`src/hdl/pat_pkg.sv`:
```
package pat_pkg;

	// ======================================================================
	// isa widths and basic types
	// ======================================================================
	localparam int DATA_W = 8; // one data word, accumulator width
	localparam int INSTR_W = 20; // instruction word width

	typedef logic [DATA_W-1:0] data_t;
	typedef logic [INSTR_W-1:0] instr_word_t;

	// i8 format: full 8 bit immediate below the opcode
	typedef struct packed {
		logic [4:0] rsvd; // old fieldp bits, ignored
		logic [1:0] cond;
		logic field_op; // reserved, decoded as zero
		logic [3:0] opcode;
		logic [7:0] imm8;
	} i8_fmt_t;

	// ext format: i3 and i0 share the prefixed encoding
	typedef struct packed {
		logic [4:0] rsvd;
		logic [1:0] cond;
		logic field_op;
		logic [3:0] prefix; // all ones for i3/i0
		logic [3:0] sub_op; // i3 opcode, or i0 prefix
		logic [3:0] low; // i0 opcode, i3 imm in [2:0]
	} ext_fmt_t;

	typedef union packed {
		i8_fmt_t i8;
		ext_fmt_t ext;
	} pat_instr_u;

	// ======================================================================
	// opcodes
	// ======================================================================
	typedef enum logic [3:0] {
		OP_OR = 4'd0, OP_AND = 4'd1, OP_ADDM = 4'd2, OP_SUBM = 4'd3,
		OP_ADD = 4'd4, OP_SUB = 4'd5, OP_LDI = 4'd6, OP_LDM = 4'd7,
		OP_BF = 4'd8, OP_STM = 4'd11, OP_I3_PREFIX = 4'd15
	} op_i8_e; // 9, 10, 12..14 are free slots -> nop

	typedef enum logic [3:0] {I3_SHL = 4'd0, I3_SHR = 4'd2, I3_OUT = 4'd8, I3_I0_PREFIX = 4'd15} op_i3_e;
	typedef enum logic [3:0] {I0_NOT = 4'd0, I0_TEST = 4'd2, I0_NOP = 4'd15} op_i0_e;
	typedef enum logic [1:0] {COND_Z = 2'd0, COND_NZ = 2'd1, COND_N = 2'd2, COND_ALWAYS = 2'd3} cond_e;

	typedef enum logic [2:0] {
		ALU_PASS_B, ALU_OR, ALU_AND, ALU_NOT, ALU_ADD, ALU_SUB, ALU_SHL, ALU_SHR
	} alu_op_e;

	localparam instr_word_t INSTR_NOP = 20'h06FFF; // i0 nop, cond always

endpackage

```
`src/hdl/pat_ifs.sv`:
```
`timescale 1ns/1ps

// decoded bundle, decoder -> execute, one per cycle
interface exec_ctrl_if import pat_pkg::*; #(
	parameter int pc_width = 10
) ();
	logic valid; // qualifies everything below
	alu_op_e alu_op;
	data_t operand_b; // memory word, imm8 or zero-extended imm3
	cond_e cond;
	logic [pc_width-1:0] instr_addr; // branch base
	logic write_acc;
	logic store;
	logic branch;
	logic out;
	logic test;

	modport decode(output valid, alu_op, operand_b, cond, instr_addr,
		write_acc, store, branch, out, test);
	modport execute(input valid, alu_op, operand_b, cond, instr_addr,
		write_acc, store, branch, out, test);
endinterface

// data memory, read from decode, write from execute
interface dmem_if import pat_pkg::*; ();
	data_t rd_addr;
	data_t rd_data; // combinational
	logic wr_en; // write lands on the edge where this is high
	data_t wr_addr;
	data_t wr_data;

	modport decode(output rd_addr, input rd_data);
	modport execute(output wr_en, wr_addr, wr_data);
	modport mem(input rd_addr, wr_en, wr_addr, wr_data, output rd_data);
endinterface

```
`src/hdl/pat_alu.sv`:
```
`timescale 1ns/1ps

module pat_alu import pat_pkg::*; (
	input data_t i_a, // accumulator
	input data_t i_b, // selected operand
	input alu_op_e i_op,
	output data_t o_y
);

	data_t add_sub; // shared adder, b inverted for subtract
	logic is_sub;

	assign is_sub = (i_op == ALU_SUB);
	assign add_sub = i_a + (is_sub ? ~i_b : i_b) + data_t'(is_sub);

	always_comb
	begin
		case (i_op)
			ALU_PASS_B: o_y = i_b; // ldi, ldm
			ALU_OR: o_y = i_a | i_b;
			ALU_AND: o_y = i_a & i_b;
			ALU_NOT: o_y = ~i_a;
			ALU_ADD,
			ALU_SUB: o_y = add_sub; // wraps mod 256
			ALU_SHL: o_y = i_a << i_b[2:0]; // logical, 0..7
			ALU_SHR: o_y = i_a >> i_b[2:0];
			default: o_y = i_b;
		endcase
	end

endmodule

```
`src/hdl/pat_fetch_unit.sv`:
```
`timescale 1ns/1ps

module pat_fetch_unit import pat_pkg::*; #(
	parameter int pc_width = 10
) (
	input logic clk,
	input logic reset,
	input instr_word_t i_instruction, // word for the pc of the previous cycle
	input logic i_jump,
	input logic [pc_width-1:0] i_jump_target,
	output logic [pc_width-1:0] o_pc,
	output pat_instr_u o_instr,
	output logic [pc_width-1:0] o_instr_addr,
	output logic o_instr_valid
);

	logic [pc_width-1:0] pc_q;
	logic [pc_width-1:0] pc_prev_q; // address of the word now on i_instruction
	logic arriving_valid_q; // word now on i_instruction belongs to the live stream
	instr_word_t ir_q;

	// ======================================================================
	// program counter and squash state
	// ======================================================================
	always_ff @(posedge clk)
	begin
		if (reset)
		begin
			pc_q <= '0;
			arriving_valid_q <= 1'b0;
			o_instr_valid <= 1'b0;
		end
		else
		begin
			pc_q <= i_jump ? i_jump_target : pc_q + 1'b1;
			// source samples the old pc on this edge, so its next word is stale too
			arriving_valid_q <= !i_jump;
			o_instr_valid <= arriving_valid_q && !i_jump; // drop word captured now
		end
	end

	// instruction register, tagged with its own address
	always_ff @(posedge clk)
	begin
		pc_prev_q <= pc_q;
		ir_q <= i_instruction;
		o_instr_addr <= pc_prev_q;
	end

	assign o_pc = pc_q;
	assign o_instr = o_instr_valid ? ir_q : INSTR_NOP; // dead slot shows a nop

endmodule

```
`src/hdl/pat_decoder.sv`:
```
`timescale 1ns/1ps

module pat_decoder import pat_pkg::*; #(
	parameter int pc_width = 10
) (
	input logic clk,
	input logic reset,
	input pat_instr_u i_instr,
	input logic [pc_width-1:0] i_instr_addr,
	input logic i_instr_valid,
	input logic i_jump, // squash whatever is decoded this cycle
	exec_ctrl_if.decode ctrl,
	dmem_if.decode dmem
);

	logic is_ext; // i8 opcode is the prefix
	logic is_i0; // ext word whose i3 opcode is the prefix
	alu_op_e dec_alu_op;
	logic dec_use_mem;
	logic dec_use_imm3;
	logic dec_write_acc;
	logic dec_store;
	logic dec_branch;
	logic dec_out;
	logic dec_test;
	data_t dec_operand;

	assign is_ext = (i_instr.i8.opcode == OP_I3_PREFIX);
	assign is_i0 = is_ext && (i_instr.ext.sub_op == I3_I0_PREFIX);

	// ======================================================================
	// opcode decode
	// ======================================================================
	always_comb
	begin
		dec_alu_op = ALU_PASS_B;
		dec_use_mem = 1'b0;
		dec_use_imm3 = 1'b0;
		dec_write_acc = 1'b0;
		dec_store = 1'b0;
		dec_branch = 1'b0;
		dec_out = 1'b0;
		dec_test = 1'b0;
		if (!is_ext)
		begin
			case (i_instr.i8.opcode)
				OP_OR: {dec_alu_op, dec_write_acc} = {ALU_OR, 1'b1};
				OP_AND: {dec_alu_op, dec_write_acc} = {ALU_AND, 1'b1};
				OP_ADDM: {dec_alu_op, dec_write_acc, dec_use_mem} = {ALU_ADD, 2'b11};
				OP_SUBM: {dec_alu_op, dec_write_acc, dec_use_mem} = {ALU_SUB, 2'b11};
				OP_ADD: {dec_alu_op, dec_write_acc} = {ALU_ADD, 1'b1};
				OP_SUB: {dec_alu_op, dec_write_acc} = {ALU_SUB, 1'b1};
				OP_LDI: dec_write_acc = 1'b1; // pass_b of imm8
				OP_LDM: {dec_write_acc, dec_use_mem} = 2'b11;
				OP_BF: dec_branch = 1'b1; // imm8 is the signed offset
				OP_STM: dec_store = 1'b1; // imm8 is the address
				default: dec_write_acc = 1'b0; // free slot, nop
			endcase
		end
		else if (!is_i0)
		begin
			case (i_instr.ext.sub_op)
				I3_SHL: {dec_alu_op, dec_write_acc, dec_use_imm3} = {ALU_SHL, 2'b11};
				I3_SHR: {dec_alu_op, dec_write_acc, dec_use_imm3} = {ALU_SHR, 2'b11};
				I3_OUT: dec_out = 1'b1;
				default: dec_out = 1'b0; // nop
			endcase
		end
		else
		begin
			case (i_instr.ext.low)
				I0_NOT: {dec_alu_op, dec_write_acc} = {ALU_NOT, 1'b1};
				I0_TEST: dec_test = 1'b1;
				default: dec_test = 1'b0; // I0_NOP and free slots
			endcase
		end
	end

	// operand b: memory, i3 imm or imm8
	assign dmem.rd_addr = i_instr.i8.imm8; // memory folds it to its depth
	assign dec_operand = dec_use_mem ? dmem.rd_data
		: dec_use_imm3 ? {5'b0, i_instr.ext.low[2:0]} : i_instr.i8.imm8;

	// ======================================================================
	// decode pipeline register
	// ======================================================================
	always_ff @(posedge clk)
	begin
		if (reset)
			ctrl.valid <= 1'b0;
		else
			ctrl.valid <= i_instr_valid && !i_jump;
	end

	always_ff @(posedge clk)
	begin
		ctrl.alu_op <= dec_alu_op;
		ctrl.operand_b <= dec_operand;
		ctrl.cond <= cond_e'(i_instr.i8.cond);
		ctrl.instr_addr <= i_instr_addr;
		ctrl.write_acc <= dec_write_acc;
		ctrl.store <= dec_store;
		ctrl.branch <= dec_branch;
		ctrl.out <= dec_out;
		ctrl.test <= dec_test;
	end

endmodule

```
`src/hdl/pat_execute.sv`:
```
`timescale 1ns/1ps

module pat_execute import pat_pkg::*; #(
	parameter int pc_width = 10
) (
	input logic clk,
	input logic reset,
	exec_ctrl_if.execute ctrl,
	dmem_if.execute dmem,
	output logic o_jump, // one cycle pulse
	output logic [pc_width-1:0] o_jump_target,
	output data_t o_outputs,
	output logic o_out_strobe
);

	data_t acc;
	logic z; // zero flag, set by test only
	logic n; // negative flag
	logic cond_ok;
	logic commit;
	data_t alu_y;
	logic signed [pc_width-1:0] branch_offset; // imm8 sign-extended

	pat_alu u_alu (
		.i_a (acc),
		.i_b (ctrl.operand_b),
		.i_op(ctrl.alu_op),
		.o_y (alu_y)
	);

	// ======================================================================
	// condition check
	// ======================================================================
	always_comb
	begin
		case (ctrl.cond)
			COND_Z: cond_ok = z;
			COND_NZ: cond_ok = !z;
			COND_N: cond_ok = n;
			default: cond_ok = 1'b1; // always
		endcase
	end

	// bundle behind a taken branch is dropped while jump is up
	assign commit = ctrl.valid && cond_ok && !o_jump;
	assign branch_offset = $signed(ctrl.operand_b);

	// stm goes out this cycle so the write lands on the commit edge
	assign dmem.wr_en = commit && ctrl.store;
	assign dmem.wr_addr = ctrl.operand_b;
	assign dmem.wr_data = acc;

	always_ff @(posedge clk)
	begin
		if (reset)
		begin
			acc <= '0;
			z <= 1'b0;
			n <= 1'b0;
			o_outputs <= '0;
			o_out_strobe <= 1'b0;
			o_jump <= 1'b0;
		end
		else
		begin
			o_jump <= commit && ctrl.branch;
			o_out_strobe <= commit && ctrl.out;
			if (commit && ctrl.write_acc)
				acc <= alu_y;
			if (commit && ctrl.test)
			begin
				z <= (acc == '0);
				n <= acc[DATA_W-1];
			end
			if (commit && ctrl.out)
				o_outputs <= acc;
		end
	end

	// target relative to the bf itself, offset 0 spins in place
	always_ff @(posedge clk)
	begin
		if (commit && ctrl.branch)
			o_jump_target <= ctrl.instr_addr + pc_width'(branch_offset);
	end

endmodule

```
`src/hdl/pat_data_mem.sv`:
```
`timescale 1ns/1ps

module pat_data_mem import pat_pkg::*; #(
	parameter int dmem_depth = 8
) (
	input logic clk,
	dmem_if.mem mem
);

	localparam int addr_w = (dmem_depth > 1) ? $clog2(dmem_depth) : 1;

	data_t storage [dmem_depth];
	logic [addr_w-1:0] rd_idx;
	logic [addr_w-1:0] wr_idx;

	assign rd_idx = addr_w'(mem.rd_addr % dmem_depth); // address wraps at depth
	assign wr_idx = addr_w'(mem.wr_addr % dmem_depth);

	always_ff @(posedge clk)
	begin
		if (mem.wr_en)
			storage[wr_idx] <= mem.wr_data;
	end

	// bypass: a read of the word being written sees the new value
	assign mem.rd_data = (mem.wr_en && wr_idx == rd_idx) ? mem.wr_data : storage[rd_idx];

endmodule

```
`src/hdl/pat_top.sv`:
```
`timescale 1ns/1ps

module pat_top import pat_pkg::*; #(
	parameter int pc_width = 10, // 8 or more
	parameter int dmem_depth = 8 // up to 256
) (
	input logic clk,
	input logic reset,
	input instr_word_t i_instruction,
	output logic [pc_width-1:0] o_pc,
	output data_t o_outputs,
	output logic o_out_strobe
);

	pat_instr_u instr;
	logic [pc_width-1:0] instr_addr;
	logic instr_valid;
	logic jump;
	logic [pc_width-1:0] jump_target;

	exec_ctrl_if #(.pc_width(pc_width)) u_ctrl_if ();
	dmem_if u_dmem_if ();

	// ======================================================================
	// fetch -> decode -> execute
	// ======================================================================
	pat_fetch_unit #(.pc_width(pc_width)) u_fetch (
		.clk          (clk),
		.reset        (reset),
		.i_instruction(i_instruction),
		.i_jump       (jump),
		.i_jump_target(jump_target),
		.o_pc         (o_pc),
		.o_instr      (instr),
		.o_instr_addr (instr_addr),
		.o_instr_valid(instr_valid)
	);

	pat_decoder #(.pc_width(pc_width)) u_decoder (
		.clk          (clk),
		.reset        (reset),
		.i_instr      (instr),
		.i_instr_addr (instr_addr),
		.i_instr_valid(instr_valid),
		.i_jump       (jump),
		.ctrl         (u_ctrl_if.decode),
		.dmem         (u_dmem_if.decode)
	);

	pat_execute #(.pc_width(pc_width)) u_execute (
		.clk          (clk),
		.reset        (reset),
		.ctrl         (u_ctrl_if.execute),
		.dmem         (u_dmem_if.execute),
		.o_jump       (jump),
		.o_jump_target(jump_target),
		.o_outputs    (o_outputs),
		.o_out_strobe (o_out_strobe)
	);

	pat_data_mem #(.dmem_depth(dmem_depth)) u_dmem (
		.clk(clk),
		.mem(u_dmem_if.mem)
	);

endmodule

```
`config.mk`:
```
export PLATFORM = sky130hd
export DESIGN_NAME = pat_top
export DESIGN_NICKNAME = d
export VERILOG_FILES = /design/src/hdl/pat_pkg.sv /design/src/hdl/pat_ifs.sv /design/src/hdl/pat_alu.sv /design/src/hdl/pat_fetch_unit.sv /design/src/hdl/pat_decoder.sv /design/src/hdl/pat_execute.sv /design/src/hdl/pat_data_mem.sv /design/src/hdl/pat_top.sv
export SDC_FILE = /design/constraint.sdc
export NUM_CORES = 1
export LEC_CHECK = 0
export ABC_AREA = 1
export BUFFER_PORTS_ARGS = -buffer_cell sky130_fd_sc_hd__buf_2
export CAP_MARGIN = 40
export CORE_AREA = 2 2 133 135
export CTS_CLUSTER_DIAMETER = 100
export DETAILED_ROUTE_END_ITERATION = 8
export DIE_AREA = 0 0 135 137
export HOLD_SLACK_MARGIN = 0.05
export MAX_ROUTING_LAYER = met4
export SLEW_MARGIN = 40
export SYNTH_ARGS = -nofsm -noshare
export SYNTH_HDL_FRONTEND = slang
export SYNTH_SLANG_ARGS = --single-unit
```
`constraint.sdc`:
```
create_clock -name clk -period 2.7 [get_ports clk]
set_input_delay 0.54 -clock clk [delete_from_list [all_inputs] [get_ports clk]]
set_output_delay 0.54 -clock clk [all_outputs]
set_load 0.005 [all_outputs]
```
# Word-level counts from Yosys, hierarchy flattened
# Memories as Yosys holds them, arrays and structs flattened.
# Index checks and enable logic that the tools add are counted.
# word_totals
memories	1
out_inout_bits	19
word_cells	114
in_bits	22
reg_bits	106
ram_bits	64
# classes
reduce_logical	27
n_shift	2
n_mux	28
add_sub_neg	4
eq_ne	24
bitwise_logic	5
# memory_table
name	depth	word_bits	rd	rd_clocked_by_memory_dff	wr	line	rtl
u_dmem.storage	8	8	1	0	1	pat_data_mem.sv:12	data_t storage [dmem_depth];
# ops
cell	n
case mux 8 bit (7 select lines)	1
two-way mux 8 bit	4
equality test 4 bit, second input constant	5
equality test 4 x 2 -> 1 bit, second input constant	4
equality test 4 x 3 -> 1 bit, second input constant	4
inverter 8 bit	2
two-way mux 1 bit	15
equality test 3 bit, second input constant	4
logical NOT 4 bit	3
two-way mux 12 bit	1
case mux 3 bit (4 select lines)	1
logical AND 1 bit	11
adder 10 x 1 -> 10 bit, second input constant	1
adder 10 bit	1
two-way mux 10 bit	1
OR reduction 2 bit	5
adder 8 x 1 -> 8 bit	1
adder 8 bit	1
AND 8 bit	1
logical NOT 8 bit	1
bitwise OR 8 bit	1
OR reduction 8 bit	1
left shift 8 x 3 -> 8 bit	1
>> shifter 8 x 3 -> 8 bit	1
16 further kinds	19

# Logic depth before layout (Yosys ltp)
# Gate-level depths: netlist of run 1.
# depth
depth_word	8
depth_mapped	15
depth_no_buf	15

# Cells and area by module
# Synthesis of run 1 repeated with hierarchy kept, for this count alone.
# unflattened
cells_unflattened	1055
hier_area_um2	8552.0
# modules_own_cells
module	cells_each	seq_area_each_um2	area_per_inst_um2	instances
pat_data_mem	294	1921.8	2935.3	1
pat_execute	237	700.7	1741.7	1
pat_fetch_unit	175	1041.0	1585.3	1
pat_alu	241	0.0	1241.2	1
pat_decoder	108	580.6	1048.5	1

# Worst setup path before layout of run 1
# OpenSTA, ideal clock, no wires.
# synth_path
path_kind	reg2reg
startpoint	register u_decoder.ctrl.operand_b[1]
endpoint	register u_execute.o_jump_target[6], data pin
path_buffers	1
path_stages_with_launch	8
setup_time_ps	265
path_slack_ps	624
required_ps	2435
period_less_slack_ps	2076
arrival_ps	1811
path_cell_list	dfxtp_1 > inv_1 > buf_2 > fa_1 > o21ai_0 > a21oi_1 > o21ai_0 > xor2_1
# synth_between
elab_chain_cells	1
# synth_lines
item	line	rtl
start, declared	pat_ifs.sv:18	modport decode(output valid, alu_op, operand_b, cond, instr_addr,
start signal, assigned	pat_decoder.sv:98	ctrl.operand_b <= dec_operand;
adder 10 bit	pat_execute.sv:84	o_jump_target <= ctrl.instr_addr + pc_width'(branch_offset);
end signal, assigned	pat_execute.sv:84	
end, declared	pat_execute.sv:11	output logic [pc_width-1:0] o_jump_target,
# No other way between the ends.
# A chain may end at the register's enable or synchronous reset.

# Final worst setup path of run 1
# layout_path
startpoint	register u_decoder.ctrl.alu_op[2]
endpoint	register u_execute.acc[4], in the netlist u_execute.dmem.wr_data[4]
# layout_between
elab_chain_cells	5
elab_cells_between_ends	13
classes_between	2 x add/sub; 7 x eq/ne; 2 x mux; 2 x reduce/logical
# layout_lines
item	line	rtl
start, declared	pat_ifs.sv:18	
start signal, assigned	pat_decoder.sv:97	ctrl.alu_op <= dec_alu_op;
equality test 3 bit	pat_alu.sv:13, pat_alu.sv:18	
two-way mux 8 bit	pat_alu.sv:14	assign add_sub = i_a + (is_sub ? ~i_b : i_b) + data_t'(is_sub);
adder 8 bit	pat_alu.sv:14	
adder 8 x 1 -> 8 bit	pat_alu.sv:14	
case mux 8 bit (7 select lines) (*)	pat_alu.sv:18	case (i_op)
end signal, assigned	pat_execute.sv:69	acc <= alu_y;
end, declared	pat_execute.sv:16	data_t acc;
# Every way passes the cells marked *; elsewhere a longest branch is shown, timed or not.

==> results of run 1 <==
## metrics by stage
stage | power (uW) | setup WS [ns] | hold WS (ns) | utilization (%)
after floorplan | 3070 | 0.624 | 0.310 | -
after global placement | 3220 | 0.438 | 0.310 | 48.0
after detailed placement | 3220 | 0.387 | 0.312 | 48.0
after CTS | 5640 | 0.359 | 0.183 | 51.5
after global routing | 5800 | 0.205 | 0.187 | 51.5
final | 5590 | 0.347 | 0.209 | 51.5
## synthesized netlist by cell type (all sizes together), types with 2 or more instances
master	number	share of area [%]
clkinv	3	0.15
o2111ai	2	0.23
and2	2	0.17
o21ai	64	4.2
or2	5	0.41
nor3	9	0.75
edfxtp	74	29
inv	90	4.5
buf	12	0.86
o211ai	5	0.50
nor4	4	0.33
xnor2	4	0.46
fa	2	0.53
a211oi	3	0.36
xor2	23	2.7
a21boi	2	0.20
ha	19	3.2
nor2	72	3.7
a21oi	68	4.6
o221ai	11	1.3
dfxtp	95	25
nand4	6	0.50
nand2	203	10
nand3	61	4.1
clkbuf	13	0.65
## path summary, 6_finish.rpt
path	start	to	depth (start not counted)
setup / recovery	u_decoder.ctrl.alu_op[2]$_DFF_P_	u_execute.dmem.wr_data[4]$_SDFFE_PP0P_	10
hold / removal	i_instruction[14]	u_fetch.ir_q[14]$_DFF_P_	1
setup reg to reg	u_decoder.ctrl.alu_op[2]$_DFF_P_	u_execute.dmem.wr_data[4]$_SDFFE_PP0P_	10
hold reg to reg	u_fetch.pc_prev_q[5]$_DFF_P_	u_fetch.o_instr_addr[5]$_DFF_P_	0
## per-layer routing
| layer | global-route usage [%] | routed length, um |
|---|---|---|
| met1 | 28.1 | 8600 |
| met2 | 37.4 | 9230 |
| met3 | 4.67 | 1120 |
| met4 | 10.1 | 605 |
| met5 | - | 0 |
## power by group through the flow
stage                     Sequential [uW]  Clock (uW)  Combinational [uW]
after floorplan                      2790           0                 285
after global placement               2800           0                 420
after global routing                 2740        2580                 481
after CTS                            2740        2480                 426
final                                2740        2430                 427
after detailed placement             2800           0                 420
## worst register-to-register path: cells and delay by family (launching register included)
| family | cells | cell delay [ns] |
|---|---|---|
| adders and majority gates | 1 | 0.48 |
| DFF | 1 | 0.44 |
| AOI/OAI and AO/OA | 3 | 0.36 |
| xor gates and xnor gates | 1 | 0.27 |
| and+or+nand+nor | 5 | 0.73 |
## kinds of logic after synthesis
logic type	share of synthesized area [%]
mux	0.133
simple gates	20.3
xor+xnor	3.13
buf+inv	6.14
compound gates	12.0
flops	54.7
fa+ha+maj	3.68
## registers in the layout (all words and copies together) (netlist names), 2 cells and up
name and cells:
u_fetch.o_pc 10, u_decoder.ctrl.operand_b 8, u_dmem.storage 64, u_execute.o_jump_target 10
u_fetch.pc_prev_q 10, u_execute.o_outputs 8, u_decoder.ctrl.cond 2, u_fetch.ir_q 14
u_execute.dmem.wr_data 8, u_decoder.ctrl.alu_op 3, u_fetch.o_instr_addr 10, u_decoder.ctrl.instr_addr 10
## area by class of cell
class                      count  area (um^2)
inverter                      93          349
clock inverter                12         95.1
timing repair buffer          72          468
multi-input combinational    573         2960
sequential                   169         4120
clock buffer                  20          500
fill                        1625         8280
tap                          225          282
## cell usage in the layout, fill, tap and decap left out, types with 23 or more instances in the layout
cell and n:
a21oi_1 67, buf_2 34, buf_4 37, dfxtp_1 95
edfxtp_1 74, inv_1 88, nand2_1 201, nand3_1 60
nor2_1 69, o21ai_0 62, xor2_1 23
==> metrics.txt, run 1 <==
sum of negative setup slack 0 ns; antenna viol nets, final 0; number of remaining DRC errors 0; CTS Hold Bufs 0; register bit total from synthesis 169; CTS clk-pin slew, worst paths 0.07 ns; initial antenna violation count 0; switching pwr 1370 uW; initial DRC count 482; Synth Instances 860; Crit path buffers/inverters 0; Resized cells post-CTS 0; f_max 425 MHz; share of synthesized registers carrying an async set or reset 0%; Die ar. 0.0185 mm^2; IO Port Bufs 34; Critical Path Max Stage Delay 0.48 ns; status completed; crit start category flip-flop; Row Count 48; Worst VDD drop 0.000551 V; CP Data Arrival Time 2.71 ns; CTS sink cnt 169; clk buf depth 2; crit path time final 2.35 ns; largest net degree at the start of global routing 25; R2R Setup Slk 0.35 ns; required time of the worst setup path 3.06 ns; Setup CP Type flip-flop to flip-flop; Post-Route WL 19600 um; Primary FF master, synth dfxtp_1; dpl cells 1132; Core Box Area 0.0171 mm^2; PwrDens 637 mW/mm^2; # IOs 41; crit path cell chain nand3_2, xor2_1, fa_1, nand2_1, a21oi_1, o21ai_0, nand3_1, nand3_1, nand2_1, a21oi_1; Ant. Diodes 0; CP top delay family simple AND/OR/NAND/NOR gates; Final Non-Filler Cells 1164; Post-DP Area 0.00818 mm^2; worst hold path class primary input to flip-flop; Final period util 87.1%; Layout area overhead 16.3%; layout cells sized above 1 12.8%; Die Ht 137 um; number of CTS-inserted buffers 17; Vias 6174; Comb pwr share 7.6%; Clock power frac 43.4%; cell internal pwr 4220 uW; nets 969; Cell variety after synth 43; Post-Syn Nets 903; Pre-antenna DRT Iters 7; GRT Overall Usage 23.1%; first-pass GRT wire length 31200 um; die width 135 um; vias in the first global route 6020; Worst-Margin Slew 0.680 ns; register area share after synthesis 54.7%; CP endpoint kind flip-flop; Synthesis Warnings 0; GRT Residual Overflow 0; switching portion of total power 24.6%; max_slew headroom 54.5%; Finished Cell Area 0.00878 mm^2; Post-synth EDFFs 74; skew final 0.00843 ns; GPL Wtd Cong 0.947; leakage power 0.00368 uW; Initial Util 44.2%; Reg power frac 49.0%; critical-path maximum fanout 9; Synth Area per Inst 8.77 um^2; Slew Limit Fails 0; final setup fails 0; post-synthesis instance area 0.00755 mm^2; htree depth 4; CTS tree built; root buffer cell clkbuf_16; Post-CTS Setup Inserts 0; DR vias/cell 5.30; worst skew pair latency 0.43 ns; max cap viols 0; slowest CP cell fa_1; RSZ-0062 raised after global routing false; Avg WL per Cell 16.8 um; Final Hold Vio Count 0; Final HPWL DP 13800 um
Power figures use the tool's default switching activity.
==> run 2: changes to the inputs <==
==> constraint.sdc (replaced) <==
create_clock -name clk -period 2.74 [get_ports clk]
set_input_delay 0.548 -clock clk [delete_from_list [all_inputs] [get_ports clk]]
set_output_delay 0.548 -clock clk [all_outputs]
set_load 0.005 [all_outputs]
==> metrics.txt, run 2 (synthesis gave the netlist of run 1 again) <==
endpoint of the worst hold path u_fetch.ir_q[14]$_DFF_P_; Top Registers u_dmem.storage: 64 flops, u_fetch.ir_q: 14 flops; Core Box Area 0.0171 mm^2; Initial Util 44.2%; Vias 6100; Comb pwr share 7.8%; PwrDens 617 mW/mm^2; CP Data Arrival Time 2.64 ns; antenna viol nets, final 0; number of remaining DRC errors 0; Resized cells post-CTS 0; Die Ht 137 um; Worst VDD drop 0.000534 V; number of flip-flops in the largest register 64; max_slew headroom 56.3%; Ant. Diodes 0; number of CTS-inserted buffers 17; r2r startpoint u_decoder.ctrl.alu_op[2]$_DFF_P_; largest reg by FF count u_dmem.storage; # IOs 41; setup slack at placement 0.478 ns; GPL Wtd Cong 1.00; Final Non-Filler Cells 1158; required time of the worst setup path 3.10 ns; CTS sink cnt 169; CTS tree built; htree depth 4; worst hold path class primary input to flip-flop; Min Hold Slack 0.222 ns; switching pwr 1330 uW; Reg power frac 50.3%; Clock power frac 41.9%; Post-Route WL 19400 um; commonest non-fill, non-tap cell in the layout nand2_1; max cap viols 0; DR vias/cell 5.27; GRT Overall Usage 22.8%; CTS Hold Bufs 0; fin util 51.0%; first-pass GRT wire length 30800 um; die width 135 um; clk buf depth 2; critical-path maximum fanout 9; Row Count 48; initial antenna violation count 0; Pre-antenna DRT Iters 5; Critical path origin u_decoder.ctrl.alu_op[2]$_DFF_P_; Layout area overhead 15.3%; Slew Limit Fails 0; Hold Path Depth 1; most frequent cells in the layout nand2_1, dfxtp_1, inv_1; Final Hold Vio Count 0; GRT Residual Overflow 0; vias in the first global route 5852; Worst-Margin Slew 0.653 ns; layout cells sized above 1 12.1%; Avg WL per Cell 16.8 um; leakage power 0.00362 uW; crit start category flip-flop; Final period util 83.5%; RSZ-0062 raised after global routing false; sum of negative setup slack 0 ns; status completed; crit path time final 2.29 ns; worst reg-to-reg path cell count 12; Final HPWL DP 13600 um; reg2reg end u_execute.dmem.wr_data[7]$_SDFFE_PP0P_; CP endpoint kind flip-flop; worst skew pair latency 0.43 ns; R2R Setup Slk 0.45 ns; initial DRC count 543; IO Port Bufs 34; f_max 437 MHz; skew final 0.00864 ns; min-delay src i_instruction[14]; final setup fails 0; cell internal pwr 4050 uW; Die ar. 0.0185 mm^2; Final WS setup 0.453 ns; nets 963; switching portion of total power 24.7%; Post-CTS Setup Inserts 0; root buffer cell clkbuf_16; dpl cells 1126; largest net degree at the start of global routing 27; Setup CP Type flip-flop to flip-flop; CTS clk-pin slew, worst paths 0.07 ns
[run 2: changes by cell type in the layout (fill, tap and decap cells not counted), sizes merged]
cell	previous run	this run
clkinvlp	0	1
clkbuf	20	19
clkinv	6	9
inv	99	96
buf	72	66
[run 2: how the worst max path moves through the flow]
stage / end / slack (ns) / depth (start not counted)
3_5_place_dp: u_execute.dmem.wr_data[4]$_SDFFE_PP0P_ / 0.48 / 10
4_1_cts: u_execute.dmem.wr_data[4]$_SDFFE_PP0P_ / 0.46 / 10
5_1_grt: u_execute.dmem.wr_data[4]$_SDFFE_PP0P_ / 0.22 / 11
6_report: u_execute.dmem.wr_data[7]$_SDFFE_PP0P_ / 0.45 / 12
3_3_place_gp: u_execute.dmem.wr_data[7]$_SDFFE_PP0P_ / 0.48 / 13
2_1_floorplan: u_execute.o_jump_target[6]$_DFFE_PP_ / 0.66 / 7
[run 2: power groups by stage]
stage | sequential (uW) | clock (uW) | combinational [uW]
detailed placement | 2760 | 0 | 411
CTS | 2700 | 2310 | 418
finish | 2700 | 2250 | 418
global placement | 2760 | 0 | 414
floorplan | 2750 | 0 | 281
global route | 2700 | 2410 | 469
[run 2: critical path, cell delays in order, from the launching register on]
cell and delay (ns):
dfxtp_1 0.41, nand3_2 0.30, xor2_1 0.24, ha_1 0.36, inv_1 0.09, o21bai_1 0.09
a21boi_0 0.24, nand2_1 0.08, nand2_1 0.06, nand3_1 0.07, nand2_1 0.12, nand2_1 0.05
a21oi_1 0.11
[run 2: cell type report]
cell class | instances | area (um^2)
timing repair buffer | 66 | 423
sequential | 169 | 4120
clock buffer | 19 | 454
tap | 225 | 282
multi-input combinational | 573 | 2960
fill | 1644 | 8360
inverter | 93 | 349
clock inverter | 13 | 109
[run 2: through the flow]
stage	instance area [um^2]	total power, uW
final	8700	5370
after detailed placement	8140	3170
after floorplan	7550	3030
after global routing	8700	5590
after global placement	8140	3170
after CTS	8700	5430
[run 2: routing by layer]
metal	up-vias	global-route usage, %	share of wire, %
met5	-	-	0
met1	2845	27.3	43
met3	51	4.19	5.2
met2	204	37.8	48
li1	3000	-	-
met4	0	9.84	3.4
